### config.mk
export PLATFORM = sky130hd
export DESIGN_NAME = riscv_control
export DESIGN_NICKNAME = d
export VERILOG_FILES = /design/src/hdl/riscv_pkg.sv /design/src/hdl/riscv_control.sv
export SDC_FILE = /design/constraint.sdc
export NUM_CORES = 1
export LEC_CHECK = 0
export BUFFER_PORTS_ARGS = -buffer_cell sky130_fd_sc_hd__buf_2
export CORE_MARGIN = 2
export CORE_UTILIZATION = 30
export CTS_CLUSTER_DIAMETER = 60
export DETAILED_ROUTE_END_ITERATION = 16
export PLACE_DENSITY = 0.68
export RECOVER_POWER = 100
export SYNTH_ARGS = -nofsm -noshare
export SYNTH_HDL_FRONTEND = slang
export SYNTH_SLANG_ARGS = --single-unit
### constraint.sdc
create_clock -name clk -period 1.8 [get_ports clk]
set_input_delay 0.36 -clock clk [delete_from_list [all_inputs] [get_ports clk]]
set_output_delay 0.36 -clock clk [all_outputs]
set_load 0.05 [all_outputs]
### src/hdl/riscv_pkg.sv
`default_nettype none

package riscv_pkg;

    localparam int xlen       = 32;
    localparam int reg_count  = 32;
    localparam int dmem_words = 256;
    localparam int dmem_aw    = $clog2(dmem_words); // word index width
    localparam logic [xlen-1:0] reset_pc = '0;

    typedef enum logic [6:0] {
        opc_lui    = 7'b0110111,
        opc_auipc  = 7'b0010111,
        opc_jal    = 7'b1101111,
        opc_jalr   = 7'b1100111,
        opc_branch = 7'b1100011,
        opc_load   = 7'b0000011,
        opc_store  = 7'b0100011,
        opc_op_imm = 7'b0010011,
        opc_op     = 7'b0110011
    } opcode_e;

    typedef enum logic [3:0] {
        alu_none, alu_add, alu_sub, alu_sll, alu_slt, alu_sltu, alu_xor,
        alu_or, alu_srl, alu_sra, alu_and,
        alu_lui,  // pass op2
        alu_jalr, // add, clear bit 0
        alu_br    // pass op1
    } alu_func_e;

    typedef enum logic [2:0] {
        br_none, br_eq, br_ne, br_lt, br_ge, br_ltu, br_geu
    } br_func_e;

    typedef enum logic [1:0] {
        pc_nextpc, pc_alu, pc_brjmp
    } pc_sel_e;

    typedef enum logic {op1_rs1, op1_pc} op1_sel_e;

    typedef enum logic {op2_rs2, op2_imm} op2_sel_e;

    typedef enum logic [1:0] {
        wb_alu, wb_data, wb_pc4, wb_x
    } wb_sel_e;

    typedef enum logic [2:0] {
        size_none, size_b, size_h, size_w, size_bu, size_hu
    } mem_size_e;

    typedef enum logic {mem_rd, mem_wr} mem_func_e;

    typedef enum logic [1:0] {
        st_fetch, st_execute, st_memory, st_writeback
    } core_state_e;

endpackage

`default_nettype wire

### src/hdl/riscv_control.sv
`timescale 1ns/1ps
`default_nettype none

module riscv_control (
    input  wire                         clk,
    input  wire                         reset,
    input  wire  [31:0]                 imem_data,
    output logic [31:0]                 pc,
    output logic [31:0]                 inst,
    input  wire  [31:0]                 next_pc,
    input  wire                         rf_we_dec,
    input  wire                         mem_en_dec,
    input  wire  riscv_pkg::mem_func_e  mem_func,
    input  wire  [4:0]                  rd,
    input  wire  [31:0]                 wb_data,
    output logic                        rf_wr,
    output logic                        dmem_strobe,
    output logic                        exec_latch,
    output logic                        retire_valid,
    output logic [31:0]                 retire_pc,
    output logic [4:0]                  retire_rd,
    output logic                        retire_we,
    output logic [31:0]                 retire_wdata
);
    riscv_pkg::core_state_e state;
    logic [31:0] npc_q;

    always_ff @(posedge clk) begin
        if (reset) begin
            state <= riscv_pkg::st_fetch;
            pc    <= riscv_pkg::reset_pc;
        end else begin
            case (state)
                riscv_pkg::st_fetch:   state <= riscv_pkg::st_execute;
                riscv_pkg::st_execute: state <= mem_en_dec ? riscv_pkg::st_memory
                                                           : riscv_pkg::st_writeback;
                riscv_pkg::st_memory:  state <= riscv_pkg::st_writeback;
                default: begin
                    state <= riscv_pkg::st_fetch;
                    pc    <= npc_q; // commit target
                end
            endcase
        end
    end

    always_ff @(posedge clk) begin
        if (state == riscv_pkg::st_fetch)
            inst <= imem_data;
        if (exec_latch)
            npc_q <= next_pc;
    end

    assign exec_latch   = (state == riscv_pkg::st_execute);
    assign dmem_strobe  = (state == riscv_pkg::st_memory) && mem_en_dec;
    assign retire_valid = (state == riscv_pkg::st_writeback);
    assign rf_wr        = retire_valid && rf_we_dec;

    // x0 writes are architecturally invisible, report them as no write
    assign retire_pc    = pc;
    assign retire_we    = rf_wr && (rd != 5'd0);
    assign retire_rd    = retire_we ? rd : 5'd0;
    assign retire_wdata = retire_we ? wb_data : 32'd0;

    assert property (@(posedge clk) disable iff (reset) retire_valid |=> !retire_valid)
        else $error("retire_valid held two cycles");
    assert property (@(posedge clk) disable iff (reset)
                     dmem_strobe == (state == riscv_pkg::st_memory))
        else $error("dmem strobe and MEMORY state disagree");
    assert property (@(posedge clk) disable iff (reset)
                     rf_wr && mem_en_dec |-> mem_func == riscv_pkg::mem_rd)
        else $error("store wrote the register file");

endmodule

`default_nettype wire

==> impl_metrics.json <==
{
  "synth_top_area_cell": "edfxtp_1",
  "synth_area_um2": 3900,
  "io_pins": 244,
  "yosysUniqueCellTypes": 22,
  "synth_nets": 413,
  "ys_seq_elements": 98,
  "slew_violations": 0,
  "hold_path.class": "input port to flop",
  "postCtsHoldBufs": 0,
  "leakage_uw": 0.00267,
  "startpoint_type": "flop",
  "syn_inst": 302,
  "arrival_ns": 1.49,
  "seq_area_frac_synth": 0.666,
  "ant_nets": 0,
  "cts_num_sinks": 98,
  "via_per_inst": 4.39,
  "multi_input_area_um2": 1360,
  "nets": 632,
  "rsz0062_at_grt": "yes",
  "clk_latency_ns": 0.33,
  "hpwl_mm": 7.27,
  "grt_pass1_vias": 2983,
  "p_per_area_nw_per_um2": 1430,
  "cp.required_ns": 1.44,
  "portBuffers": 242,
  "p_total_uw": 8950,
  "first_pass_iters": 4,
  "synth_top_area_frac": 0.492,
  "rows": 41,
  "skew_ns": 0.00924,
  "avgSynthCellArea_um2": 12.9,
  "fin_util": 0.495,
  "fmax_ghz": 0.542,
  "layout_commonest_cell": "buf_2",
  "status": "finished, violations left",
  "drv_cap": 0,
  "drt_iter0_markers": 164,
  "holdWs_ns": 0.196,
  "initial_core_util": 0.308,
  "fin_ws_ns": -0.0462,
  "worst_pin_slew_ns": 0.409,
  "vias": 3064,
  "core_area_um2": 12700,
  "grt.total_usage": 0.138,
  "finalCritPeriodShare": 1.03,
  "overflow": 0,
  "cp-end-kind": "output pin",
  "slew_headroom": 0.728,
  "drc": 0,
  "dieArea_um2": 13900,
  "numCtsBuffers": 9,
  "fillers": 1088,
  "antenna_found_initial": 0,
  "place_congestion": 0.876,
  "crit_type": "flop to output pin",
  "worstPathMaxFanout": 20,
  "failed_checks": "setup timing",
  "yosysWarnings": 0,
  "hold_viol": 0,
  "cts.clk_slew.worst_paths_ns": 0.07,
  "dpl_cell_area_um2": 5610,
  "wl_mm": 10.1,
  "cts_tree": "built",
  "finish.instance_area_um2": 6280,
  "ir_drop_v": 0.000661,
  "reg2reg_slack_ns": 0.48,
  "die_x_um": 118,
  "wl_per_cell_um": 14.5,
  "synthTopCellsByArea": "edfxtp_1 (49%), dfxtp_1 (17%), mux2i_1 (8.2%)",
  "clockBufferDepth": 2,
  "regArea_um2": 2610,
  "drive_gt1_frac": 0.635,
  "finalCriticalPeriod_ns": 1.85,
  "final_cell_mix": "buf_2 (203), edfxtp_1 (64), buf_6 (36), nor2_1 (33)",
  "setup_viol": 25,
  "antenna_cells": 0,
  "final_cells": 698,
  "grt_pass1_wl_mm": 15.4,
  "die_height_um": 118,
  "area_growth_pct": 60.7,
  "htreeDepth": 3,
  "grt_max_degree": 38,
  "root_buffer": "clkbuf_16",
  "dp_cells": 681
}
==> critical path, cell delays in order, from the launching register on <==
cell,delay (ns)
dfxtp_4,0.38
ha_4,0.18
buf_12,0.16
nand3_1,0.12
a21oi_4,0.14
buf_6,0.17
==> cell families after synthesis <==
family	Yosys count	share of synthesized area
flops	98	0.666
fa+ha+maj	5	0.0160
mux	32	0.0820
compound gates	34	0.0461
buf+inv	58	0.0977
simple gates	75	0.0916
==> synth_stat cells, drive strengths merged <==
| master | n |
|---|---|
| nand2 | 1 |
| and2 | 1 |
| clkbuf | 8 |
| and3 | 4 |
| nor4 | 1 |
| a211oi | 1 |
| clkinv | 1 |
| ha | 5 |
| nand3 | 32 |
| nor2 | 34 |
| inv | 3 |
| edfxtp | 64 |
| a21oi | 33 |
| dfxtp | 34 |
| nand2b | 1 |
| nor2b | 1 |
| buf | 46 |
| mux2i | 32 |
==> sequential cells by signal (all words and copies together), names as in the netlist <==
signal  flops
inst       32
npc_q      32
pc         32
state       2
==> layout make-up <==
| class | instances | share of cell area |
|---|---|---|
| Clock buffer | 11 | 0.0421 |
| Clock inverter | 5 | 0.0134 |
| Inverter | 4 | 0.00239 |
| Multi-Input combinational cell | 146 | 0.216 |
| Sequential cell | 98 | 0.416 |
| Tap cell | 172 | 0.0343 |
| Timing Repair Buffer | 262 | 0.276 |
==> power by group <==
part           internal, uW  switching, uW  total [uW]
clock network          1340            794        2140
registers              3130            201        3330
logic                   837           2650        3480
total                  5310           3640        8950
==> path summary, 6_finish.rpt <==
kind	from	to	cells after the start
worst max register to register	state[0]	state[0]	5
worst min-delay path	imem_data[15]	inst[15]	1
worst min register to register	npc_q[23]	pc[23]	2
worst max-delay path	state[0]	retire_wdata[23]	5
==> routing by layer <==
metal,vias to the layer above,wire [um],global-route usage
met1,1432,3870,0.155
li1,1470,-,-
met2,151,5390,0.253
met3,11,686,0.0349
met5,-,0,0
met4,0,146,0.0482
==> stage by stage <==
stage / setup TNS, ns / worst slack (ns)
finish: -0.602 / -0.0462
global route: -2.80 / -0.114
CTS: -1.25 / -0.0597
detailed placement: 0 / 0.0174
global placement: 0 / 0.0139
floorplan: -2.00 / -0.0997
==> what timing repair did <==
| action | in CTS | in global routing |
|---|---|---|
| hold endpoints to repair | 0 | 0 |
| setup buffers | 0 | 1 |
| cloned | 0 | 0 |
| gates resized for setup | 78 | 15 |
| endpoints found under the setup margin | 39 | 38 |
Note: power is estimated with default switching activity, not from simulation.
