===== config.mk =====
export PLATFORM = sky130hd
export DESIGN_NAME = riscv_regfile
export DESIGN_NICKNAME = d
export VERILOG_FILES = /design/src/hdl/riscv_pkg.sv /design/src/hdl/riscv_regfile.sv
export SDC_FILE = /design/constraint.sdc
export NUM_CORES = 2
export LEC_CHECK = 0
export BUFFER_PORTS_ARGS = -buffer_cell sky130_fd_sc_hd__buf_2
export CAP_MARGIN = 20
export CORE_ASPECT_RATIO = 2
export CORE_MARGIN = 3
export CORE_UTILIZATION = 33
export DETAILED_ROUTE_END_ITERATION = 6
export SYNTH_ARGS = -nofsm -noshare
export SYNTH_HDL_FRONTEND = slang
export SYNTH_SLANG_ARGS = --single-unit

===== constraint.sdc =====
create_clock -name clk -period 4.8 [get_ports clk]
set_clock_uncertainty 0.2 [all_clocks]
set_input_delay 0.24 -clock clk [delete_from_list [all_inputs] [get_ports clk]]
set_output_delay 0.24 -clock clk [all_outputs]
set_load 0.01 [all_outputs]

===== src/hdl/riscv_pkg.sv =====
`default_nettype none

package riscv_pkg;

    localparam int xlen       = 32;
    localparam int reg_count  = 32;
    localparam int dmem_words = 256;
    localparam int dmem_aw    = $clog2(dmem_words); // word index width
    localparam logic [xlen-1:0] reset_pc = '0;

    typedef enum logic [6:0] {
        opc_lui    = 7'b0110111,
        opc_auipc  = 7'b0010111,
        opc_jal    = 7'b1101111,
        opc_jalr   = 7'b1100111,
        opc_branch = 7'b1100011,
        opc_load   = 7'b0000011,
        opc_store  = 7'b0100011,
        opc_op_imm = 7'b0010011,
        opc_op     = 7'b0110011
    } opcode_e;

    typedef enum logic [3:0] {
        alu_none, alu_add, alu_sub, alu_sll, alu_slt, alu_sltu, alu_xor,
        alu_or, alu_srl, alu_sra, alu_and,
        alu_lui,  // pass op2
        alu_jalr, // add, clear bit 0
        alu_br    // pass op1
    } alu_func_e;

    typedef enum logic [2:0] {
        br_none, br_eq, br_ne, br_lt, br_ge, br_ltu, br_geu
    } br_func_e;

    typedef enum logic [1:0] {
        pc_nextpc, pc_alu, pc_brjmp
    } pc_sel_e;

    typedef enum logic {op1_rs1, op1_pc} op1_sel_e;

    typedef enum logic {op2_rs2, op2_imm} op2_sel_e;

    typedef enum logic [1:0] {
        wb_alu, wb_data, wb_pc4, wb_x
    } wb_sel_e;

    typedef enum logic [2:0] {
        size_none, size_b, size_h, size_w, size_bu, size_hu
    } mem_size_e;

    typedef enum logic {mem_rd, mem_wr} mem_func_e;

    typedef enum logic [1:0] {
        st_fetch, st_execute, st_memory, st_writeback
    } core_state_e;

endpackage

`default_nettype wire


===== src/hdl/riscv_regfile.sv =====
`timescale 1ns/1ps
`default_nettype none

module riscv_regfile (
    input  wire         clk,
    input  wire         reset,
    input  wire  [4:0]  raddr1,
    input  wire  [4:0]  raddr2,
    output logic [31:0] rdata1,
    output logic [31:0] rdata2,
    input  wire         we,
    input  wire  [4:0]  waddr,
    input  wire  [31:0] wdata
);
    logic [31:0] regs [riscv_pkg::reg_count];

    always_ff @(posedge clk) begin
        if (reset) begin
            for (int i = 0; i < riscv_pkg::reg_count; i++)
                regs[i] <= 32'd0;
        end else if (we && waddr != 5'd0) begin
            regs[waddr] <= wdata;
        end
    end

    assign rdata1 = (raddr1 == 5'd0) ? 32'd0 : regs[raddr1];
    assign rdata2 = (raddr2 == 5'd0) ? 32'd0 : regs[raddr2];

    assert property (@(posedge clk) disable iff (reset) we && waddr == 5'd0 |=> regs[0] == 32'd0)
        else $error("x0 storage modified");

endmodule

`default_nettype wire


==> flow_summary.yaml <==
grt:
  grt_pass1_wl_mm: 262.0
  grt_max_degree: 75
  grt_antenna_before_repair: 20
  track_usage: 0.2178
  grt_overflow: 0
  first_global_vias: 35410
sta:
  rsz0062_at_grt: "false"
  fin_crit_sh: 0.7551
  drv_slew: 0
  max-slew-margin-rel: 0.2244
  worst_slack_ns: 1.176
  hold_viol_final: 0
  tns_ns: 0
  fmax_ghz: 0.2759
  setup_viol: 0
  worstMarginPinSlew_ns: 1.163
  fin_crit_ns: 3.624
pwr:
  clockPowerShare: 0.355
  combPwrFrac: 0.127
  switchingPower_mw: 5.133
  seqPwrFrac: 0.518
  p_sw_frac: 0.2507
  peakVddDrop_mv: 0.2457
  p_leak_nw: 20.45
  p_int_mw: 15.34
  power_density_nw_per_um2: 338.4
placement:
  port_buffers: 113
  gp_congestion: 0.8618
  post-place-ws_ns: 1.233
  place_hpwl_mm: 123.3
cells_and_area:
  fill_cells: 15105
  drive_gt1_frac: 0.2742
  top_regs: "regs x1024"
  top_register: "regs"
  largest_reg_flops: 1024
  area.growth.synth_to_final_pct: 11.53
  fin_nets: 3576
die:
  die_area_um2: 169600
  ios: 114
  rows: 209
  die_h_um: 579.4
  core_um2: 162700
  start_util: 0.3336
  fp.dieW_um: 292.7
worst_hold_path:
  worstHoldPathType: "input pin to flip-flop"
  min_from: "wdata[20]"
synthesis:
  ys_seq_area_frac: 0.5668
  ys.warnings.count: 0
  async_flop_share: 0
  synthCells: 3502
  synth_cell_types: 42
  synth_edf_count: 1024
  ys.flop_type: "edfxtp_1"
  synth.avg_cell_area_um2: 15.49
  syn_area_um2: 54250
  ys_seq_elements: 1024
route:
  via_per_inst: 5.882
  ant_nets: 0
  vias: 33567
  wl_per_cell_um: 32.71
  drtIter0Drc: 3643
  first_pass_iters: 6
  drc: 0
  routed_wl_mm: 186.7
critical_path:
  startpoint_type: "flip-flop"
  cp-end-kind: "output pin"
  startpoint: "regs[15][14]$_SDFFCE_PN0P_"
  worstSetupPathType: "flip-flop to output pin"
  critPathMaxFanout: 2
  cp_data_required_time_ns: 4.36
  arrival_ns: 3.18
clock_tree:
  clk_pin_slew_ns: 0.07
  clock_path_buffers: 3
  postCtsSetupBuffers: 0
  cts-root-buf: "clkbuf_16"
  ctsHtreeMaxLevel: 3
  cts.sinks: 1024
  numCtsBuffers: 84
  cts_tree: "done"
outcome:
  status: "completed"
flow_run:
  cap_violations: 0
-- kinds of logic after synthesis --
logic type,count (synthesis),share of synthesized area
compound gates,259,0.03651
buf+inv,389,0.03351
flops,1024,0.5668
mux,652,0.2298
other cells,1,0.00006912
simple gates,1177,0.1333
-- layout make-up --
| cell class | count | area [um2] | share of cell area |
|---|---|---|---|
| diodes | 8 | 20.02 | 0.0003309 |
| clock buffers | 97 | 2215 | 0.03660 |
| clock inverters | 52 | 560.5 | 0.009264 |
| inverters | 2 | 7.507 | 0.0001241 |
| multi-input cells | 2120 | 22080 | 0.3650 |
| flip-flops and latches | 1024 | 30750 | 0.5082 |
| well taps | 2110 | 2640 | 0.04363 |
| repair buffers | 294 | 2233 | 0.03691 |
-- power by group through the flow --
stage | clock network [mW] | logic (mW) | registers (mW)
floorplan | 0 | 1.62 | 10.7
global placement | 0 | 2.57 | 10.8
detailed placement | 0 | 2.58 | 10.8
CTS | 7.35 | 2.61 | 10.6
global route | 7.65 | 2.71 | 10.6
finish | 7.27 | 2.60 | 10.6
-- critical path: stages (launching register included) --
cell	delay, ns
edfxtp_1	0.39
mux4_2	0.47
a22o_1	0.29
a2111oi_1	0.87
nor3_1	0.26
buf_2	0.22
-- layer usage --
| layer | vias up | share of wire | track usage |
|---|---|---|---|
| met5 | - | 0.00037 | 0 |
| met4 | 12 | 0.058 | 0.1226 |
| li1 | 13580 | - | - |
| met1 | 17702 | 0.34 | 0.2375 |
| met2 | 1708 | 0.53 | 0.4006 |
| met3 | 565 | 0.068 | 0.03542 |
-- synthesized netlist by cell type (2+ instances only) --
cell type | number | area [um2]
nor2b_1 | 14 | 87.58
nand3b_1 | 5 | 37.54
nor4_1 | 6 | 37.54
a21oi_1 | 12 | 60.06
mux4_2 | 472 | 10630
nand4bb_1 | 2 | 22.52
buf_6 | 21 | 236.5
and3_1 | 3 | 18.77
inv_1 | 2 | 7.510
mux2_2 | 30 | 337.8
nand2b_1 | 5 | 31.28
and2_1 | 995 | 6225
a22oi_1 | 16 | 120.1
nor3_1 | 54 | 270.3
buf_1 | 11 | 41.29
a2111oi_0 | 14 | 122.6
a221o_1 | 2 | 20.02
mux2i_1 | 150 | 1501
nand3_1 | 5 | 25.02
a211oi_1 | 7 | 52.55
a221oi_1 | 4 | 35.03
a22o_1 | 51 | 446.7
o21ai_0 | 4 | 20.02
nor4b_1 | 2 | 17.52
edfxtp_1 | 1024 | 30750
clkbuf_1 | 271 | 1017
nor2_1 | 36 | 135.1
or2_2 | 33 | 206.5
or3_1 | 2 | 12.51
buf_2 | 46 | 230.2
or3b_2 | 4 | 35.03
buf_4 | 38 | 285.3
nand2_1 | 7 | 26.28
a32o_1 | 4 | 40.04
a2111oi_1 | 41 | 410.4
o22ai_1 | 103 | 644.4
-- cells in the final DEF, fill, tap and decap left out, types with 4 or more instances in the layout --
cell type | Yosys | routed
a2111oi_0 | 14 | 13
a2111oi_1 | 41 | 42
a211oi_1 | 7 | 7
a21oi_1 | 12 | 12
a221oi_1 | 4 | 4
a22o_1 | 51 | 51
a22oi_1 | 16 | 16
a32o_1 | 4 | 4
and2_1 | 995 | 994
buf_12 | 0 | 17
buf_2 | 46 | 106
buf_4 | 38 | 148
bufinv_16 | 0 | 11
clkbuf_1 | 271 | 10
clkbuf_16 | 0 | 87
clkinv_1 | 0 | 13
clkinv_2 | 0 | 16
clkinvlp_4 | 0 | 7
conb_1 | 1 | 32
diode_2 | 0 | 8
dlygate4sd3_1 | 0 | 17
edfxtp_1 | 1024 | 1024
mux2_2 | 30 | 30
mux2i_1 | 150 | 150
mux4_2 | 472 | 472
nand2_1 | 7 | 7
nand2b_1 | 5 | 5
nand3_1 | 5 | 4
nand3b_1 | 5 | 5
nor2_1 | 36 | 4
nor2_4 | 0 | 32
nor2b_1 | 14 | 12
nor3_1 | 54 | 54
nor4_1 | 6 | 5
o21ai_0 | 4 | 4
o22ai_1 | 103 | 103
or2_2 | 33 | 33
or3b_2 | 4 | 4
-- path summary, 6_finish.rpt --
kind / end / slack, ns / cells after the start
setup / recovery: rdata2[14] / 1.18 / 5
hold / removal: regs[11][20]$_SDFFCE_PN0P_ / 0.02 / 2
-- through the flow --
stage / hold WS [ns] / power [mW] / utilization / instance area (um2) / std cells
after detailed placement: 0.4267 / 13.38 / 0.3538 / 57540 / 5533
final: 0.02020 / 20.47 / 0.3720 / 60510 / 5707
after global routing: 0.04686 / 21.01 / 0.3719 / 60500 / 5703
after floorplan: 0.2382 / 12.27 / - / 54370 / 3533
after CTS: 0.002122 / 20.55 / 0.3719 / 60490 / 5699
after global placement: 0.4206 / 13.34 / 0.3538 / 57540 / 5533
-- timing repair --
| action | CTS | global route |
|---|---|---|
| endpoints found under the hold margin | 315 | 0 |
| setup endpoints to repair | 0 | 0 |
| hold buffers | 17 | 0 |
| gates resized for setup | 0 | 0 |
(Power assumes the default switching activity.)
