==> src/hdl/riscv_pkg.sv <==
`default_nettype none

package riscv_pkg;

    localparam int xlen       = 32;
    localparam int reg_count  = 32;
    localparam int dmem_words = 256;
    localparam int dmem_aw    = $clog2(dmem_words); // word index width
    localparam logic [xlen-1:0] reset_pc = '0;

    typedef enum logic [6:0] {
        opc_lui    = 7'b0110111,
        opc_auipc  = 7'b0010111,
        opc_jal    = 7'b1101111,
        opc_jalr   = 7'b1100111,
        opc_branch = 7'b1100011,
        opc_load   = 7'b0000011,
        opc_store  = 7'b0100011,
        opc_op_imm = 7'b0010011,
        opc_op     = 7'b0110011
    } opcode_e;

    typedef enum logic [3:0] {
        alu_none, alu_add, alu_sub, alu_sll, alu_slt, alu_sltu, alu_xor,
        alu_or, alu_srl, alu_sra, alu_and,
        alu_lui,  // pass op2
        alu_jalr, // add, clear bit 0
        alu_br    // pass op1
    } alu_func_e;

    typedef enum logic [2:0] {
        br_none, br_eq, br_ne, br_lt, br_ge, br_ltu, br_geu
    } br_func_e;

    typedef enum logic [1:0] {
        pc_nextpc, pc_alu, pc_brjmp
    } pc_sel_e;

    typedef enum logic {op1_rs1, op1_pc} op1_sel_e;

    typedef enum logic {op2_rs2, op2_imm} op2_sel_e;

    typedef enum logic [1:0] {
        wb_alu, wb_data, wb_pc4, wb_x
    } wb_sel_e;

    typedef enum logic [2:0] {
        size_none, size_b, size_h, size_w, size_bu, size_hu
    } mem_size_e;

    typedef enum logic {mem_rd, mem_wr} mem_func_e;

    typedef enum logic [1:0] {
        st_fetch, st_execute, st_memory, st_writeback
    } core_state_e;

endpackage

`default_nettype wire

==> src/hdl/riscv_branch.sv <==
`timescale 1ns/1ps
`default_nettype none

module riscv_branch (
    input  wire  [31:0]                rs1_data,
    input  wire  [31:0]                rs2_data,
    input  wire  [31:0]                pc,
    input  wire  [31:0]                imm,
    input  wire  [31:0]                alu_result,
    input  wire  riscv_pkg::br_func_e  br_func,
    input  wire  riscv_pkg::pc_sel_e   pc_sel,
    output logic [31:0]                next_pc
);
    logic        taken;
    logic [31:0] pc4;

    assign pc4 = pc + 32'd4;

    always_comb begin
        case (br_func)
            riscv_pkg::br_eq:  taken = (rs1_data == rs2_data);
            riscv_pkg::br_ne:  taken = (rs1_data != rs2_data);
            riscv_pkg::br_lt:  taken = ($signed(rs1_data) < $signed(rs2_data));
            riscv_pkg::br_ge:  taken = ($signed(rs1_data) >= $signed(rs2_data));
            riscv_pkg::br_ltu: taken = (rs1_data < rs2_data);
            riscv_pkg::br_geu: taken = (rs1_data >= rs2_data);
            default:           taken = 1'b0;
        endcase
    end

    always_comb begin
        case (pc_sel)
            riscv_pkg::pc_alu:   next_pc = alu_result; // jal/jalr target
            riscv_pkg::pc_brjmp: next_pc = taken ? pc + imm : pc4;
            default:             next_pc = pc4;
        endcase
    end

endmodule

`default_nettype wire

==> config.mk <==
export PLATFORM = sky130hd
export DESIGN_NAME = riscv_branch
export DESIGN_NICKNAME = d
export VERILOG_FILES = /design/src/hdl/riscv_pkg.sv /design/src/hdl/riscv_branch.sv
export SDC_FILE = /design/constraint.sdc
export NUM_CORES = 1
export LEC_CHECK = 0
export BUFFER_PORTS_ARGS = -buffer_cell sky130_fd_sc_hd__buf_4
export CAP_MARGIN = 20
export CORE_MARGIN = 8
export CORE_UTILIZATION = 45
export DETAILED_ROUTE_END_ITERATION = 6
export GPL_TIMING_DRIVEN = 0
export MAX_ROUTING_LAYER = met4
export PLACE_DENSITY = 0.77
export SETUP_SLACK_MARGIN = 0.5
export SKIP_LAST_GASP = 1
export SYNTH_ARGS = -nofsm -noshare
export SYNTH_HDL_FRONTEND = slang
export SYNTH_SLANG_ARGS = --single-unit
==> constraint.sdc <==
create_clock -name vclk -period 5.75
set_input_delay 0.2875 -clock vclk [all_inputs]
set_output_delay 0.2875 -clock vclk [all_outputs]
set_load 0.01 [all_outputs]
==> flow_summary.yaml, run 1 <==
run_status:
  status: "completed"
drt:
  drt_pass1_iterations: 5
  route.detailed.drc: 0
  via_count: 5007
  antenna_violating_nets_post_route: 0
  post_drt_wl_per_cell_um: 18.1
  wirelength_um: 15500
  detailedRoute.firstIterationViolations: 263
  vias_per_cell: 5.84
cells_and_area:
  layout-drive-gt1-share_pct: 28.5
  area.growth.synth_to_final_pct: 42.9
  flops_and_latches: 0
  final_instance_count_without_filler_cells: 857
  seqCellArea_um2: 0
  num-fill-cells: 768
  fin_nets: 986
  antenna-diode-count: 0
  clock_buffers: 0
  multiInputGateArea_um2: 3500
flow_run:
  maxCapViolations: 0
global_routing:
  globalRoute.totalOverflow: 0
  grt.total_usage_pct: 26.4
  grt_pass1_wl_um: 24600
  largest_net_degree_at_the_start_of_global_routing: 11
  antenna_found_initial: 0
  vias_in_the_first_global_route: 5109
logic_synthesis:
  post_synth_and_or_nand_nor_area_fraction_pct: 26.4
  syn_std_cell_area_um2: 3750
  synth-warning-count: 0
  synth_seq_area_share_pct: 0
  syn_inst: 555
  syn_area_cell_um2: 6.76
  netlist-cell-type-count: 62
  post_synth_fa_ha_maj_area_fraction_pct: 22.5
  area_share_of_xor_xnor_cells_in_the_synthesized_design_pct: 12.4
  syn-num-nets: 787
  synth_compound_gate_area_share_pct: 30.5
  post_synth_mux_area_share_pct: 1.40
  dominant_combinational_cell_family_by_area_after_synthesis: "compound AO/OA/AOI/OAI gates"
sta:
  fin_tns_setup_ns: 0
  rsz_0062_raised_after_global_routing: "no"
  max_slew.worst_pin.slew_ns: 0.916
  final.period_utilization_pct: 66.5
  max_freq_ghz: 0.262
  final-max-slew-violation-count: 0
  setup_slack_ns: 1.93
  finalCriticalPeriod_ns: 3.82
  finalSetupViolations: 0
  tightest_slew_margin_relative_to_the_limit_pct: 38.7
  finalHoldViolCount: 0
critical_path:
  cp.buffers_inverters: 2
  crit_family: "compound AO/OA/AOI/OAI gates"
  path_max_fanout: 10
  slowest_library_cell_on_the_worst_path: "a221oi_4"
  worst-endpoint-required_ns: 5.46
  max_stage_delay_ns: 0.56
  category_of_the_critical_setup_timing_path: "in2out"
  arrival_ns: 3.53
  start_kind: "input port"
  critical_path.endpoint_type: "primary output"
  crit_path_cell_trace: "buf_4 -> ha_1 -> a21oi_1 -> o21ai_1 -> a221oi_2 -> o211ai_1 -> a2111oi_4 -> mux2_2 -> a221oi_4 -> nand2_2 -> o221ai_1 -> buf_4"
  worstSetupPathDepth: 12
  most_numerous_cell_on_the_critical_path: "buf_4"
clock_network:
  cts_setup_buffers: 0
  post_cts_resize_count: 0
  holdBufCountCts: 0
placement:
  place.detailed.hpwl_um: 13100
  dp_cells: 857
  place_worst_setup_slack_ns: 1.91
  port_buffers: 197
  gpl.final_weighted_congestion: 0.951
hold_path:
  min-delay-path-class: "in2out"
  hold_path_cells: 4
floorplanning:
  num_rows: 33
  chip_width_um: 107
  design.die.area_um2: 11500
  die_h_um: 107
  initial_core_utilization_pct: 46.1
  ios: 197
  core_um2: 8130
power_and_ir_drop:
  power.static_leakage_nw: 2.68
  power_dens_cells_nw_per_um2: 100
  vdd_drop_max_uv: 47.7
-- placed cells by master, fill, tap and decap left out, types with 4 or more instances in the layout --
cell / instances
clkbuf_1: 8
o211ai_1: 16
o21ai_0: 13
xnor2_1: 28
a211oi_1: 4
nor3_1: 11
nor2_1: 36
xor2_1: 25
ha_1: 66
a21o_1: 18
o21a_1: 7
o21ai_1: 4
o221ai_1: 7
nand3_1: 57
nand4_1: 13
nand2b_1: 7
buf_4: 199
nor2b_1: 4
a22oi_1: 9
inv_1: 45
nand2_1: 50
and3_1: 10
a21oi_1: 57
-- power breakdown --
| group | internal [mW] | total (mW) | leakage [nW] | switching [mW] |
|---|---|---|---|---|
| logic | 0.260 | 0.537 | 2.68 | 0.278 |
| clock network | 0 | 0 | 0 | 0 |
| registers | 0 | 0 | 0 | 0 |
-- cell usage after synthesis (all sizes together) (2+ instances only) --
master,n,area (um2)
a211o,3,26.3
a211oi,4,30.0
a21o,18,135
a21oi,57,285
a221oi,5,67.6
a22o,2,17.5
a22oi,9,67.6
a31oi,3,25.0
and2,3,18.8
and3,10,62.6
buf,7,50.0
clkbuf,9,35.0
ha,66,826
inv,45,169
mux2,2,22.5
mux2i,3,30.0
nand2,51,194
nand2b,7,43.8
nand3,57,285
nand4,13,81.3
nor2,36,135
nor2b,4,25.0
nor3,11,55.1
nor4,3,25.0
o211ai,16,120
o21a,7,52.6
o21ai,17,85.1
o221ai,7,61.3
o22ai,2,12.5
o31a,2,17.5
or3,3,18.8
or4,2,15.0
xnor2,28,245
xor2,25,219
-- metrics by stage --
step	power, mW	hold slack [ns]	utilization, %	instance area [um2]
global route	0.587	0.911	65.9	5360
floorplan	0.304	0.705	-	3750
global placement	0.523	0.872	65.9	5360
detailed placement	0.530	0.878	65.9	5360
finish	0.537	0.880	65.9	5360
CTS	0.534	0.881	65.9	5360
-- path summary, 6_finish.rpt --
check                           from  slack, ns     endpoint
worst max-delay path     rs1_data[5]       1.93  next_pc[15]
worst min-delay path  alu_result[30]       0.88  next_pc[30]
-- kinds of logic (layout without fill, tap and decap cells) --
group | Yosys count | in the layout
and+or+nand+nor | 204 | 204
muxes | 5 | 5
buffers and inverters | 61 | 258
adders and majority gates | 67 | 67
AOI/OAI and AO/OA | 165 | 165
xor gates and xnor gates | 53 | 53
-- layout make-up --
cell class / count / area share (%)
Multi-Input combinational cell: 494 / 65.2
Buffer: 16 / 1.59
Timing Repair Buffer: 197 / 27.6
Inverter: 45 / 3.15
Tap cell: 105 / 2.45
-- per-layer routing --
metal | share of wire, % | global-route usage (%) | wire length [um] | up-vias
li1 | - | - | - | 2462
met1 | 41 | 30.7 | 6440 | 2269
met2 | 47 | 45.6 | 7330 | 243
met3 | 8.5 | 4.25 | 1320 | 33
met4 | 2.9 | 7.44 | 458 | 0
met5 | 0 | - | 0 | -
(Power assumes the default switching activity.)
==> run 2, diff against run 1 <==
ABC_AREA = 1   (was default)
PLACE_DENSITY = 0.73   (was 0.77)
clock period = 3.7 ns   (was 5.75 ns; I/O delays follow)
==> flow_summary.yaml, run 2 <==
sta:
  setup_slack_ns: 0.730
  max_slew.worst_pin.slew_ns: 0.610
  finalHoldWorstSlack_ns: 0.747
  final.period_utilization_pct: 80.3
  finalHoldViolCount: 0
  finalSetupViolations: 0
  finalCriticalPeriod_ns: 2.97
  rsz_0062_raised_after_global_routing: "no"
  fin_tns_setup_ns: 0
  final-max-slew-violation-count: 0
  max_freq_ghz: 0.337
  tightest_slew_margin_relative_to_the_limit_pct: 59.3
logic_synthesis:
  synth_top_cells_by_area: "ha_1, nand2_1, a21oi_1, inv_1, nand3_1"
  post_synth_and_or_nand_nor_area_fraction_pct: 42.2
  synth_compound_gate_area_share_pct: 18.3
  syn_inst: 856
  post_synth_mux_area_share_pct: 0
  yosysTopAreaCellShare_pct: 17.3
  synth_seq_area_share_pct: 0
  syn_std_cell_area_um2: 4780
  area_share_of_xor_xnor_cells_in_the_synthesized_design_pct: 8.62
  netlist-cell-type-count: 36
  yosysMostFrequentCell: "nand2_1"
  most_numerous_cell_types_in_the_synthesized_netlist: "nand2_1, inv_1, a21oi_1, nand3_1, nor2_1"
  dominant_combinational_cell_family_by_area_after_synthesis: "simple AND/OR/NAND/NOR gates"
  syn_area_cell_um2: 5.58
  post_synth_fa_ha_maj_area_fraction_pct: 17.7
  synth-warning-count: 0
  syn-num-nets: 1088
  synth_top_area_cell: "ha_1"
cells_and_area:
  multiInputGateArea_um2: 4150
  area.growth.synth_to_final_pct: 34.5
  antenna-diode-count: 0
  commonest_cells_after_routing_fill_and_taps_aside: "buf_4, nand2_1, inv_1"
  layout.cells.most_common: "buf_4"
  flops_and_latches: 0
  num-fill-cells: 1086
  seqCellArea_um2: 0
  fin_nets: 1287
  clock_buffers: 0
  final_util_pct: 62.2
  layout-drive-gt1-share_pct: 26.0
drt:
  post_drt_wl_per_cell_um: 16.5
  vias_per_cell: 5.33
  via_count: 6338
  wl_met3_um: 1120
  topRoutingLayerUsed: "met4"
  detailedRoute.firstIterationViolations: 415
  drt_pass1_iterations: 5
  antenna_violating_nets_post_route: 0
  route.detailed.drc: 0
  met2RoutedLength_um: 9180
  wl_met1_um: 8600
  wirelength_um: 19600
global_routing:
  antenna_found_initial: 0
  grt_pass1_wl_um: 30500
  largest_net_degree_at_the_start_of_global_routing: 11
  grt.total_usage_pct: 26.7
  globalRoute.totalOverflow: 0
  vias_in_the_first_global_route: 6064
floorplanning:
  chip_width_um: 119
  ios: 197
  design.die.area_um2: 14200
  initial_core_utilization_pct: 46.3
  die_h_um: 119
  core_um2: 10300
  num_rows: 37
run_status:
  status: "completed"
critical_path:
  path_max_fanout: 4
  arrival_ns: 2.78
  category_of_the_critical_setup_timing_path: "in2out"
  worst-endpoint-required_ns: 3.51
  start_kind: "input port"
  critical_path.endpoint_type: "primary output"
power_and_ir_drop:
  power_dens_cells_nw_per_um2: 161
  power.static_leakage_nw: 3.50
  vdd_drop_max_uv: 81.6
hold_path:
  min-delay-path-class: "in2out"
placement:
  gpl.final_weighted_congestion: 0.974
  place.detailed.hpwl_um: 17400
  place_worst_setup_slack_ns: 0.815
  port_buffers: 197
clock_network:
  cts_setup_buffers: 0
  holdBufCountCts: 0
  post_cts_resize_count: 0
flow_run:
  maxCapViolations: 0
[run 2: cell count changes after synthesis, sizes merged, moves of 9 or more]
cell / delta
a21o: -12
a21oi: +61
a22oi: -9
and3: -9
inv: +90
nand2: +131
nand3: +53
nor2: +54
o211ai: -16
xnor2: -12
[run 2: report_power, final]
part	internal, mW	leakage [nW]	switching [mW]
clock network	0	0	0
registers	0	0	0
logic	0.443	3.50	0.594
total	0.443	3.50	0.594
[run 2: final cells by class]
cell class / instances / area share [%]
plain buffers: 22 / 1.93
inverters: 135 / 7.89
multi-input cells: 699 / 64.5
well taps: 136 / 2.65
repair buffers: 197 / 23.0
[run 2: critical path, stage by stage]
cell	delay (ns)
buf_4	0.09
ha_1	0.17
inv_1	0.06
fa_1	0.40
o21ai_0	0.49
nand2_1	0.10
nand3_1	0.19
nand3_1	0.11
nand2_1	0.20
a21oi_1	0.12
xor2_1	0.29
nand2_2	0.09
nand3_1	0.08
a21oi_1	0.07
buf_4	0.15
[run 2: per-layer routing]
metal | up-vias | GRT usage, %
met5 | - | -
met4 | 0 | 8.85
met3 | 44 | 2.50
met2 | 242 | 45.8
met1 | 2818 | 32.1
li1 | 3234 | -
[run 2: kinds of logic (layout without fill, tap and decap cells)]
logic type | after synthesis | count (layout)
AOI/OAI and AO/OA | 156 | 156
xor gates and xnor gates | 47 | 47
adders and majority gates | 67 | 67
buffers and inverters | 157 | 354
and+or+nand+nor | 429 | 429
[run 2: stage by stage]
| step | cells | power [mW] | cell area [um2] |
|---|---|---|---|
| after CTS | 1189 | 1.03 | 6420 |
| after global routing | 1189 | 1.14 | 6420 |
| after detailed placement | 1189 | 1.03 | 6420 |
| final | 1189 | 1.04 | 6420 |
| after floorplan | 856 | 0.614 | 4780 |
| after global placement | 1189 | 1.02 | 6420 |
[run 2: path summary, 6_finish.rpt]
| kind | start | endpoint | slack, ns | depth (start not counted) |
|---|---|---|---|---|
| setup / recovery | pc[0] | next_pc[20] | 0.73 | 15 |
| hold / removal | pc[1] | next_pc[1] | 0.75 | 4 |
