<file path="src/hdl/riscv_pkg.sv">
`default_nettype none

package riscv_pkg;

    localparam int xlen       = 32;
    localparam int reg_count  = 32;
    localparam int dmem_words = 256;
    localparam int dmem_aw    = $clog2(dmem_words); // word index width
    localparam logic [xlen-1:0] reset_pc = '0;

    typedef enum logic [6:0] {
        opc_lui    = 7'b0110111,
        opc_auipc  = 7'b0010111,
        opc_jal    = 7'b1101111,
        opc_jalr   = 7'b1100111,
        opc_branch = 7'b1100011,
        opc_load   = 7'b0000011,
        opc_store  = 7'b0100011,
        opc_op_imm = 7'b0010011,
        opc_op     = 7'b0110011
    } opcode_e;

    typedef enum logic [3:0] {
        alu_none, alu_add, alu_sub, alu_sll, alu_slt, alu_sltu, alu_xor,
        alu_or, alu_srl, alu_sra, alu_and,
        alu_lui,  // pass op2
        alu_jalr, // add, clear bit 0
        alu_br    // pass op1
    } alu_func_e;

    typedef enum logic [2:0] {
        br_none, br_eq, br_ne, br_lt, br_ge, br_ltu, br_geu
    } br_func_e;

    typedef enum logic [1:0] {
        pc_nextpc, pc_alu, pc_brjmp
    } pc_sel_e;

    typedef enum logic {op1_rs1, op1_pc} op1_sel_e;

    typedef enum logic {op2_rs2, op2_imm} op2_sel_e;

    typedef enum logic [1:0] {
        wb_alu, wb_data, wb_pc4, wb_x
    } wb_sel_e;

    typedef enum logic [2:0] {
        size_none, size_b, size_h, size_w, size_bu, size_hu
    } mem_size_e;

    typedef enum logic {mem_rd, mem_wr} mem_func_e;

    typedef enum logic [1:0] {
        st_fetch, st_execute, st_memory, st_writeback
    } core_state_e;

endpackage

`default_nettype wire

</file>
<file path="src/hdl/riscv_decode.sv">
`timescale 1ns/1ps
`default_nettype none

module riscv_decode (
    input  wire  [31:0]              inst,
    output logic [4:0]               rs1,
    output logic [4:0]               rs2,
    output logic [4:0]               rd,
    output logic [31:0]              imm,
    output riscv_pkg::br_func_e      br_func,
    output riscv_pkg::pc_sel_e       pc_sel,
    output riscv_pkg::op1_sel_e      op1_sel,
    output riscv_pkg::op2_sel_e      op2_sel,
    output riscv_pkg::wb_sel_e       wb_sel,
    output riscv_pkg::alu_func_e     alu_func,
    output logic                     rf_we,
    output riscv_pkg::mem_func_e     mem_func,
    output riscv_pkg::mem_size_e     mem_size,
    output logic                     mem_en
);
    riscv_pkg::opcode_e opcode;
    logic [2:0]  funct3;
    logic [6:0]  funct7;
    logic [31:0] imm_i;
    logic [31:0] imm_s;
    logic [31:0] imm_b;
    logic [31:0] imm_u;
    logic [31:0] imm_j;

    function automatic riscv_pkg::alu_func_e alu_op(input logic [2:0] f3,
                                                     input logic [6:0] f7,
                                                     input logic reg_form);
        riscv_pkg::alu_func_e op;
        case (f3)
            3'b000: begin
                if (!reg_form || f7 == 7'b0000000)
                    op = riscv_pkg::alu_add;
                else if (f7 == 7'b0100000)
                    op = riscv_pkg::alu_sub;
                else
                    op = riscv_pkg::alu_none;
            end
            3'b001: op = (f7 == 7'b0000000) ? riscv_pkg::alu_sll : riscv_pkg::alu_none;
            3'b010: op = riscv_pkg::alu_slt;
            3'b011: op = riscv_pkg::alu_sltu;
            3'b100: op = riscv_pkg::alu_xor;
            3'b101: begin
                if (f7 == 7'b0000000)
                    op = riscv_pkg::alu_srl;
                else if (f7 == 7'b0100000)
                    op = riscv_pkg::alu_sra;
                else
                    op = riscv_pkg::alu_none;
            end
            3'b110: op = riscv_pkg::alu_or;
            default: op = riscv_pkg::alu_and;
        endcase
        return op;
    endfunction

    function automatic riscv_pkg::mem_size_e size_of(input logic [2:0] f3,
                                                      input logic is_store);
        riscv_pkg::mem_size_e sz;
        case (f3)
            3'b000: sz = riscv_pkg::size_b;
            3'b001: sz = riscv_pkg::size_h;
            3'b010: sz = riscv_pkg::size_w;
            3'b100: sz = is_store ? riscv_pkg::size_none : riscv_pkg::size_bu;
            3'b101: sz = is_store ? riscv_pkg::size_none : riscv_pkg::size_hu;
            default: sz = riscv_pkg::size_none;
        endcase
        return sz;
    endfunction

    assign opcode = riscv_pkg::opcode_e'(inst[6:0]);
    assign funct3 = inst[14:12];
    assign funct7 = inst[31:25];
    assign rs1    = inst[19:15];
    assign rs2    = inst[24:20];
    assign rd     = inst[11:7];

    assign imm_i = {{21{inst[31]}}, inst[30:20]};
    assign imm_s = {{21{inst[31]}}, inst[30:25], inst[11:7]};
    assign imm_b = {{20{inst[31]}}, inst[7], inst[30:25], inst[11:8], 1'b0};
    assign imm_u = {inst[31:12], 12'b0};
    assign imm_j = {{12{inst[31]}}, inst[19:12], inst[20], inst[30:21], 1'b0};

    always_comb begin
        imm      = imm_i; // no-op unless overridden
        br_func  = riscv_pkg::br_none;
        pc_sel   = riscv_pkg::pc_nextpc;
        op1_sel  = riscv_pkg::op1_rs1;
        op2_sel  = riscv_pkg::op2_imm;
        wb_sel   = riscv_pkg::wb_x;
        alu_func = riscv_pkg::alu_none;
        rf_we    = 1'b0;
        mem_func = riscv_pkg::mem_rd;
        mem_size = riscv_pkg::size_none;
        case (opcode)
            riscv_pkg::opc_lui: begin
                imm      = imm_u;
                wb_sel   = riscv_pkg::wb_alu;
                alu_func = riscv_pkg::alu_lui;
                rf_we    = 1'b1;
            end
            riscv_pkg::opc_auipc: begin
                imm      = imm_u;
                op1_sel  = riscv_pkg::op1_pc;
                wb_sel   = riscv_pkg::wb_alu;
                alu_func = riscv_pkg::alu_add;
                rf_we    = 1'b1;
            end
            riscv_pkg::opc_jal: begin
                imm      = imm_j;
                pc_sel   = riscv_pkg::pc_alu;
                op1_sel  = riscv_pkg::op1_pc;
                wb_sel   = riscv_pkg::wb_pc4;
                alu_func = riscv_pkg::alu_add;
                rf_we    = 1'b1;
            end
            riscv_pkg::opc_jalr: begin
                pc_sel   = riscv_pkg::pc_alu;
                wb_sel   = riscv_pkg::wb_pc4;
                alu_func = riscv_pkg::alu_jalr;
                rf_we    = 1'b1;
            end
            riscv_pkg::opc_branch: begin
                imm      = imm_b;
                pc_sel   = riscv_pkg::pc_brjmp;
                op2_sel  = riscv_pkg::op2_rs2;
                alu_func = riscv_pkg::alu_br;
                case (funct3)
                    3'b000: br_func = riscv_pkg::br_eq;
                    3'b001: br_func = riscv_pkg::br_ne;
                    3'b100: br_func = riscv_pkg::br_lt;
                    3'b101: br_func = riscv_pkg::br_ge;
                    3'b110: br_func = riscv_pkg::br_ltu;
                    3'b111: br_func = riscv_pkg::br_geu;
                    default: br_func = riscv_pkg::br_none; // falls through to pc+4
                endcase
            end
            riscv_pkg::opc_load: begin
                wb_sel   = riscv_pkg::wb_data;
                alu_func = riscv_pkg::alu_add;
                mem_size = size_of(funct3, 1'b0);
                rf_we    = (mem_size != riscv_pkg::size_none);
            end
            riscv_pkg::opc_store: begin
                imm      = imm_s;
                alu_func = riscv_pkg::alu_add;
                mem_func = riscv_pkg::mem_wr;
                mem_size = size_of(funct3, 1'b1);
            end
            riscv_pkg::opc_op_imm: begin
                wb_sel   = riscv_pkg::wb_alu;
                alu_func = alu_op(funct3, funct7, 1'b0);
                rf_we    = (alu_func != riscv_pkg::alu_none);
            end
            riscv_pkg::opc_op: begin
                op2_sel  = riscv_pkg::op2_rs2;
                wb_sel   = riscv_pkg::wb_alu;
                alu_func = alu_op(funct3, funct7, 1'b1);
                rf_we    = (alu_func != riscv_pkg::alu_none);
            end
            default: ;
        endcase
    end

    assign mem_en = (mem_size != riscv_pkg::size_none);

endmodule

`default_nettype wire

</file>
<file path="config.mk">
export PLATFORM = sky130hd
export DESIGN_NAME = riscv_decode
export DESIGN_NICKNAME = d
export VERILOG_FILES = /design/src/hdl/riscv_pkg.sv /design/src/hdl/riscv_decode.sv
export SDC_FILE = /design/constraint.sdc
export NUM_CORES = 1
export LEC_CHECK = 0
export BUFFER_PORTS_ARGS = -buffer_cell sky130_fd_sc_hd__buf_2
export CAP_MARGIN = 30
export CORE_MARGIN = 4
export CORE_UTILIZATION = 39
export DETAILED_ROUTE_END_ITERATION = 16
export PLACE_DENSITY = 0.95
export SLEW_MARGIN = 25
export SYNTH_ARGS = -nofsm -noshare
export SYNTH_HDL_FRONTEND = slang
export SYNTH_SLANG_ARGS = --single-unit
</file>
<file path="constraint.sdc">
create_clock -name vclk -period 2.7
set_input_delay 0.27 -clock vclk [all_inputs]
set_output_delay 0.27 -clock vclk [all_outputs]
set_load 0.005 [all_outputs]
</file>
==> results.yml, run 1 <==
run_status:
  result_of_the_run: "finished, final reports clean"
global_routing:
  grt_first_pass_wirelength_mm: 5.20
  track_usage_pct: 19.5
  initial_antenna_violation_count: 0
  grt-ovfl-total: 0
  grt_pass1_vias: 1156
  grt_start_max_net_pins: 17
worst_setup_path:
  worstPathCellList: "buf_2 -> nand4b_4 -> nor3b_4 -> or2_1 -> a21o_1 -> buf_2"
  critical-path-max-stage-delay_ps: 530
  critPathCapture: "imm[15]"
  timing.critical_path.max_delay_family: "simple AND/OR/NAND/NOR gates"
  crit_buf_inv: 2
  path_class: "in2out"
  cp-start-kind: "input pin"
  cpMaxStageDelayCell: "sky130_fd_sc_hd__nor3b_4"
  endpoint_kind: "primary output"
  critPathMostFrequentCell: "sky130_fd_sc_hd__buf_2"
  worst-path-stages: 6
  worst_ep_required_time_ps: 2430
  worstPathArrival_ps: 1880
  critical_path.startpoint: "inst[6]"
  critPathMaxFanout: 15
floorplan:
  placeable_core_region_sq_um: 2210
  pin_count: 98
  placement_rows: 17
  die_area_sq_um: 3140
  dieWidth_um: 56.0
  starting_density_of_the_core_pct: 40.6
  die_h_um: 56.0
sta:
  fmax_mhz: 466
  final_report_setup_violation_count: 0
  hold_viol_final: 0
  timing.final.crit_period_ps: 2150
  timing.slew.headroom_pct: 50.4
  setup_total_negative_slack_ps: 0
  rsz0062_at_grt: "false"
  finalCritPeriodShare_pct: 79.5
  tightestPinTransition_ps: 743
  timing_max_transition_violations_final: 0
placement:
  gpl.final_weighted_congestion: 0.855
  detailedPlacementHpwl_mm: 2.82
  io_buffers: 98
synth:
  post_synth_and_or_nand_nor_area_fraction_pct: 42.5
  synth-compound-area-share_pct: 35.2
  main_combinational_cell_family_by_area_after_synthesis: "simple AND/OR/NAND/NOR gates"
  syn_area_sq_um: 898
  syn-instance-count: 137
  synthesis.nets: 169
  post_synthesis_average_cell_area_sq_um: 6.56
  yosys_warnings: 0
  synth.distinct_cells: 40
  post_synth_fa_ha_maj_area_fraction_pct: 0
  share_of_cell_area_taken_by_muxes_after_synthesis_pct: 0
  post_synth_xor_area_fraction_pct: 0.975
  sequential_element_share_of_the_synthesized_area_pct: 0
drt:
  drt_first_iter_violations: 49
  via_per_inst: 5.50
  ant_nets: 0
  wl_per_cell_um: 14.7
  routed_wirelength_mm: 3.49
  remaining_drc_errors: 0
  vias: 1309
  number_of_search_and_repair_iterations_in_the_first_detailed_routing_pass: 4
final_layout:
  final_core_util_pct: 57.1
  post_route_cells_drive_above_1_share_pct: 52.4
  regArea_sq_um: 0
  nClkBuffers: 0
  area_growth_syn_to_layout_pct: 40.5
  final_net_count: 244
  diodes: 0
  seq_cells: 0
pwr:
  peakVddDrop_mv: 0.0661
  power_leakage_uw: 0.000787
  pwr_density_cell_nw_per_um2: 127
clock_tree:
  cts.repair_timing.setup_buffer_count: 0
  post_cts_resize_count: 0
  cts-hold-fix-buffers: 0
hold_path:
  holdCritPathClass: "in2out"
run:
  maxCapViolations: 0
## logic make-up (layout without fill, tap and decap cells)
group           after synthesis  count (layout)
buf+inv                      31             104
xor+xnor                      1               1
simple gates                 61              61
compound gates               44              44
## routing by layer
layer  global-route usage (%)  part of all wire (%)  vias up
met5                        0                     0        -
met4                     3.05                   1.5        0
met3                     2.55                   9.5        7
met2                     38.1                    50       79
met1                     22.4                    39      593
li1                         -                     -      630
## layout make-up
cell class	instances	area, sq um
multi-input cells	106	707
inverters	4	15.0
well taps	28	35.0
fillers	224	950
repair buffers	100	505
## cell usage in the layout, fill, tap and decap left out, types with 3 or more instances in the layout
master | Yosys | final
sky130_fd_sc_hd__nor4_1 | 3 | 3
sky130_fd_sc_hd__or3_1 | 3 | 3
sky130_fd_sc_hd__nor2b_1 | 10 | 10
sky130_fd_sc_hd__a22o_1 | 4 | 4
sky130_fd_sc_hd__nor3_1 | 6 | 6
sky130_fd_sc_hd__inv_1 | 3 | 3
sky130_fd_sc_hd__o2111ai_1 | 3 | 3
sky130_fd_sc_hd__nor2_1 | 13 | 13
sky130_fd_sc_hd__a21oi_1 | 6 | 6
sky130_fd_sc_hd__o21ai_0 | 4 | 4
sky130_fd_sc_hd__buf_2 | 6 | 98
sky130_fd_sc_hd__nand2_1 | 6 | 6
sky130_fd_sc_hd__a21o_1 | 20 | 20
## per-stage QoR
stage | hold slack, ps | total power [uW] | cell area [sq um] | instances | setup slack (ps)
2_1_floorplan | 606 | 91.8 | 898 | 137 | 1100
3_3_place_gp | 721 | 154 | 1260 | 238 | 637
3_5_place_dp | 724 | 158 | 1260 | 238 | 556
4_1_cts | 723 | 159 | 1260 | 238 | 567
5_1_grt | 729 | 175 | 1260 | 238 | 421
6_report | 722 | 160 | 1260 | 238 | 553
## synthesized netlist by cell type, types with 2 or more instances
cell | count | area (sq um)
sky130_fd_sc_hd__a21o_1 | 20 | 150
sky130_fd_sc_hd__a21oi_1 | 6 | 30.0
sky130_fd_sc_hd__a22o_1 | 4 | 35.0
sky130_fd_sc_hd__buf_2 | 6 | 30.0
sky130_fd_sc_hd__buf_4 | 18 | 135
sky130_fd_sc_hd__clkbuf_1 | 3 | 11.3
sky130_fd_sc_hd__inv_1 | 3 | 11.3
sky130_fd_sc_hd__nand2_1 | 6 | 22.5
sky130_fd_sc_hd__nand2b_1 | 2 | 12.5
sky130_fd_sc_hd__nand3_1 | 2 | 10.0
sky130_fd_sc_hd__nand3b_1 | 2 | 15.0
sky130_fd_sc_hd__nor2_1 | 13 | 48.8
sky130_fd_sc_hd__nor2b_1 | 10 | 62.6
sky130_fd_sc_hd__nor3_1 | 6 | 30.0
sky130_fd_sc_hd__nor4_1 | 3 | 18.8
sky130_fd_sc_hd__o2111ai_1 | 3 | 26.3
sky130_fd_sc_hd__o21ai_0 | 4 | 20.0
sky130_fd_sc_hd__or2_2 | 2 | 12.5
sky130_fd_sc_hd__or3_1 | 3 | 18.8
## worst min path at each step
| stage | start | depth (start not counted) | end | slack (ps) |
|---|---|---|---|---|
| 2_1_floorplan | inst[1] | 1 | wb_sel[1] | 610 |
| 3_3_place_gp | inst[18] | 2 | rs1[3] | 720 |
| 3_5_place_dp | inst[18] | 2 | rs1[3] | 720 |
| 4_1_cts | inst[18] | 2 | rs1[3] | 720 |
| 5_1_grt | inst[16] | 2 | rs1[1] | 730 |
| 6_report | inst[18] | 2 | rs1[3] | 720 |
## power breakdown
part | internal (uW) | switching (uW)
logic | 75.8 | 83.9
clock network | 0 | 0
registers | 0 | 0
Power figures use the tool's default switching activity.
==> inputs of run 2 (changes only) <==
--- a/config.mk
+++ b/config.mk
@@ -8,9 +8,9 @@
 export BUFFER_PORTS_ARGS = -buffer_cell sky130_fd_sc_hd__buf_2
 export CAP_MARGIN = 30
 export CORE_MARGIN = 4
-export CORE_UTILIZATION = 39
+export CORE_UTILIZATION = 33
 export DETAILED_ROUTE_END_ITERATION = 16
-export PLACE_DENSITY = 0.95
+export PLACE_DENSITY = 0.87
 export SLEW_MARGIN = 25
 export SYNTH_ARGS = -nofsm -noshare
 export SYNTH_HDL_FRONTEND = slang
==> constraint.sdc (replaced) <==
create_clock -name vclk -period 1.95
set_input_delay 0.195 -clock vclk [all_inputs]
set_output_delay 0.195 -clock vclk [all_outputs]
set_load 0.005 [all_outputs]
==> results.yml, run 2 (synthesized netlist as in run 1, its figures left out) <==
run_status:
  result_of_the_run: "finished, final reports clean"
placement:
  place_area_sq_um: 1290
  numPlacedInstances: 244
  gpl.final_weighted_congestion: 0.876
  detailedPlacementHpwl_mm: 2.65
  io_buffers: 98
drt:
  drt_first_iter_violations: 65
  via_per_inst: 5.28
  wl_per_cell_um: 13.2
  vias: 1288
  remaining_drc_errors: 0
  routed_wirelength_mm: 3.22
  number_of_search_and_repair_iterations_in_the_first_detailed_routing_pass: 4
  ant_nets: 0
sta:
  setup_total_negative_slack_ps: 0
  hold_viol_final: 0
  timing.final.crit_period_ps: 1800
  rsz0062_at_grt: "false"
  tightestPinTransition_ps: 757
  final_report_setup_violation_count: 0
  finalCritPeriodShare_pct: 92.5
  timing_max_transition_violations_final: 0
  fmax_mhz: 555
  timing.slew.headroom_pct: 49.4
  hold_ws_ps: 572
worst_setup_path:
  endpoint_kind: "primary output"
  critPathMaxFanout: 5
  path_class: "in2out"
  critical-path-max-stage-delay_ps: 560
  worstPathCellList: "buf_2 -> or4_4 -> nor3_1 -> o221ai_1 -> o2111ai_1 -> buf_2"
  worstPathArrival_ps: 1610
  worst_ep_required_time_ps: 1750
  critPathMostFrequentCell: "sky130_fd_sc_hd__buf_2"
  cp-start-kind: "input pin"
  cpMaxStageDelayCell: "sky130_fd_sc_hd__or4_4"
final_layout:
  area_growth_syn_to_layout_pct: 44.2
  post_route_cells_drive_above_1_share_pct: 53.3
  final_core_util_pct: 50.9
  nFillCells: 284
  diodes: 0
  layout.cells.most_common_list: "sky130_fd_sc_hd__buf_2, sky130_fd_sc_hd__a21o_1, sky130_fd_sc_hd__nor2_1"
  final_net_count: 248
  postLayoutCellArea_sq_um: 1290
  nClkBuffers: 0
  leading_cell_type_in_the_layout_fill_and_taps_excluded: "sky130_fd_sc_hd__buf_2"
  finish.cell_count_without_fillers: 244
  regArea_sq_um: 0
  seq_cells: 0
floorplan:
  pin_count: 98
  dieWidth_um: 60.2
  die_h_um: 60.2
  die_area_sq_um: 3620
  starting_density_of_the_core_pct: 35.3
  placement_rows: 18
  placeable_core_region_sq_um: 2540
pwr:
  power.combinational.fraction_pct: 100.0
  swShare_pct: 50.8
  peakVddDrop_mv: 0.0992
  power_report.internal_total_uw: 108
  pwr_density_cell_nw_per_um2: 169
  power_leakage_uw: 0.000807
  power.net_switching_uw: 111
  clock_power_share_pct: 0
  p_seq_share_pct: 0
hold_path:
  worst_hold_path.num_cells: 2
  hold_start: "inst[15]"
  holdCritPathClass: "in2out"
  whs_endpoint: "rs1[0]"
global_routing:
  grt_pass1_vias: 1095
  grt_start_max_net_pins: 17
  track_usage_pct: 15.8
  grt-ovfl-total: 0
  initial_antenna_violation_count: 0
  grt_first_pass_wirelength_mm: 4.71
clock_tree:
  cts.repair_timing.setup_buffer_count: 0
  cts-hold-fix-buffers: 0
  post_cts_resize_count: 0
run:
  maxCapViolations: 0
## run 2: layer usage
metal  global-route usage [%]  vias to the layer above  wire length, um
li1                         -                      638                -
met1                     19.5                      584             1230
met2                     31.0                       64             1580
met3                     1.08                        2              408
met4                        0                        0                3
met5                        0                        -                0
## run 2: final cells by class
| cell class | instances | area [sq um] | share of cell area [%] |
|---|---|---|---|
| inverters | 4 | 15.0 | 1.16 |
| well taps | 30 | 37.5 | 2.90 |
| repair buffers | 104 | 536 | 41.4 |
| multi-input cells | 106 | 707 | 54.6 |
## run 2: power groups by stage
| stage | sequential [uW] | combinational (uW) | clock (uW) |
|---|---|---|---|
| finish | 0 | 219 | 0 |
| global route | 0 | 243 | 0 |
| CTS | 0 | 221 | 0 |
| detailed placement | 0 | 220 | 0 |
| global placement | 0 | 217 | 0 |
| floorplan | 0 | 127 | 0 |
## run 2: worst max-delay path by stage
stage / slack [ps] / cells after the start / startpoint / endpoint
2_1_floorplan: 500 / 4 / inst[28] / rf_we
3_3_place_gp: 160 / 6 / inst[31] / rf_we
3_5_place_dp: 150 / 6 / inst[28] / rf_we
4_1_cts: 140 / 6 / inst[28] / rf_we
5_1_grt: 30 / 6 / inst[28] / rf_we
6_report: 150 / 6 / inst[28] / rf_we
## run 2: per-stage QoR
stage	setup WS (ps)	total power [uW]
final	147	219
after global routing	32.6	243
after CTS	143	221
after detailed placement	150	220
after global placement	156	217
after floorplan	499	127
## run 2: worst max-delay path: cells and delay by family
family                 cells  cell delay (ps)
AND/OR/NAND/NOR            2              830
AO/OA/AOI/OAI              2              320
buffers and inverters      2              260
==> inputs of run 3 (changes only) <==
--- a/config.mk
+++ b/config.mk
@@ -7,6 +7,7 @@
 export LEC_CHECK = 0
 export BUFFER_PORTS_ARGS = -buffer_cell sky130_fd_sc_hd__buf_2
 export CAP_MARGIN = 30
+export CORE_ASPECT_RATIO = 1.75
 export CORE_MARGIN = 4
 export CORE_UTILIZATION = 33
 export DETAILED_ROUTE_END_ITERATION = 16
==> results.yml, run 3 (synthesized netlist as in run 1, its figures left out) <==
clock_tree:
  cts.repair_timing.setup_buffer_count: 0
  post_cts_resize_count: 0
  cts-hold-fix-buffers: 0
sta:
  tightestPinTransition_ps: 714
  hold_ws_ps: 573
  timing.final.crit_period_ps: 1820
  layout_setup_ws_ps: 135
  fmax_mhz: 551
  finalCritPeriodShare_pct: 93.1
  rsz0062_at_grt: "false"
  final_report_setup_violation_count: 0
  setup_total_negative_slack_ps: 0
  timing.slew.headroom_pct: 52.3
  hold_viol_final: 0
  timing_max_transition_violations_final: 0
global_routing:
  grt_util_met2_pct: 32.3
  globalRouteMet3Util_pct: 2.11
  grt-ovfl-total: 0
  global_route.usage.met1_pct: 18.3
  grt_first_pass_wirelength_mm: 4.95
  grt_start_max_net_pins: 17
  initial_antenna_violation_count: 0
  track_usage_pct: 16.6
  grt_pass1_vias: 1185
  global_route.peak_usage_layer: "met2"
floorplan:
  die_h_um: 77.0
  dieWidth_um: 47.4
  placement_rows: 24
  die_area_sq_um: 3650
  placeable_core_region_sq_um: 2550
  starting_density_of_the_core_pct: 35.2
  pin_count: 98
placement:
  io_buffers: 98
  numPlacedInstances: 238
  place_ws_ps: 133
  detailedPlacementHpwl_mm: 2.75
  gpl.final_weighted_congestion: 0.801
pwr:
  peakVddDrop_mv: 0.0643
  power_leakage_uw: 0.000798
  pwr_density_cell_nw_per_um2: 169
final_layout:
  leading_cell_type_in_the_layout_fill_and_taps_excluded: "sky130_fd_sc_hd__buf_2"
  post_route_cells_drive_above_1_share_pct: 52.8
  diodes: 0
  layout.cells.most_common_list: "sky130_fd_sc_hd__buf_2, sky130_fd_sc_hd__a21o_1, sky130_fd_sc_hd__nor2_1"
  area_growth_syn_to_layout_pct: 41.9
  nClkBuffers: 0
  final_core_util_pct: 50.0
  regArea_sq_um: 0
  seq_cells: 0
  final_net_count: 246
  finish.cell_count_without_fillers: 238
worst_setup_path:
  worst_ep_required_time_ps: 1750
  critPathMaxFanout: 5
  worstPathArrival_ps: 1620
  path_class: "in2out"
  endpoint_kind: "primary output"
  cp-start-kind: "input pin"
drt:
  wl_per_cell_um: 13.6
  ant_nets: 0
  routed_wirelength_mm: 3.24
  number_of_search_and_repair_iterations_in_the_first_detailed_routing_pass: 4
  vias: 1274
  remaining_drc_errors: 0
  drt_first_iter_violations: 10
  via_per_inst: 5.35
hold_path:
  holdCritPathClass: "in2out"
  whs_endpoint: "rs1[3]"
  hold_start: "inst[18]"
  worst_hold_path.num_cells: 2
run_status:
  result_of_the_run: "finished, final reports clean"
run:
  maxCapViolations: 0
-- run 3: changes by cell type in the layout (fill, tap and decap cells not counted) --
| cell | before | now |
|---|---|---|
| sky130_fd_sc_hd__buf_4 | 6 | 4 |
-- run 3: power breakdown --
group	switching, uW	leakage, uW	internal (uW)
Combinational	111	0.000798	105
Sequential	0	0	0
Clock	0	0	0
-- run 3: layout make-up --
type / instances / area, sq um
Multi-Input combinational cell: 106 / 707
Tap cell: 26 / 32.5
Timing Repair Buffer: 102 / 520
Inverter: 4 / 15.0
Fill cell: 284 / 1280
-- run 3: worst max-delay path by stage --
stage / start / end / slack (ps) / cells past startpoint
6_report: inst[28] / rf_we / 130 / 6
5_1_grt: inst[28] / rf_we / 50 / 6
4_1_cts: inst[31] / rf_we / 130 / 6
2_1_floorplan: inst[28] / rf_we / 500 / 4
3_5_place_dp: inst[31] / rf_we / 130 / 6
3_3_place_gp: inst[31] / rf_we / 150 / 6
-- run 3: per-stage QoR --
step           total power (uW)  instance area (sq um)
6_report                    216                   1270
5_1_grt                     242                   1270
4_1_cts                     218                   1270
3_5_place_dp                218                   1270
3_3_place_gp                214                   1270
2_1_floorplan               127                    898
-- run 3: worst max-delay path, cell delays in order --
cell                        delay (ps)
sky130_fd_sc_hd__buf_2             110
sky130_fd_sc_hd__or4_4             560
sky130_fd_sc_hd__nor4_1            320
sky130_fd_sc_hd__o41ai_1           150
sky130_fd_sc_hd__o2111ai_1         140
sky130_fd_sc_hd__buf_2             150
-- run 3: metal layers --
layer	wire [um]	part of all wire, %	vias up
li1	-	-	630
met1	1150	36	583
met2	1760	54	61
met3	327	10	0
met4	0	0	0
met5	0	0	-
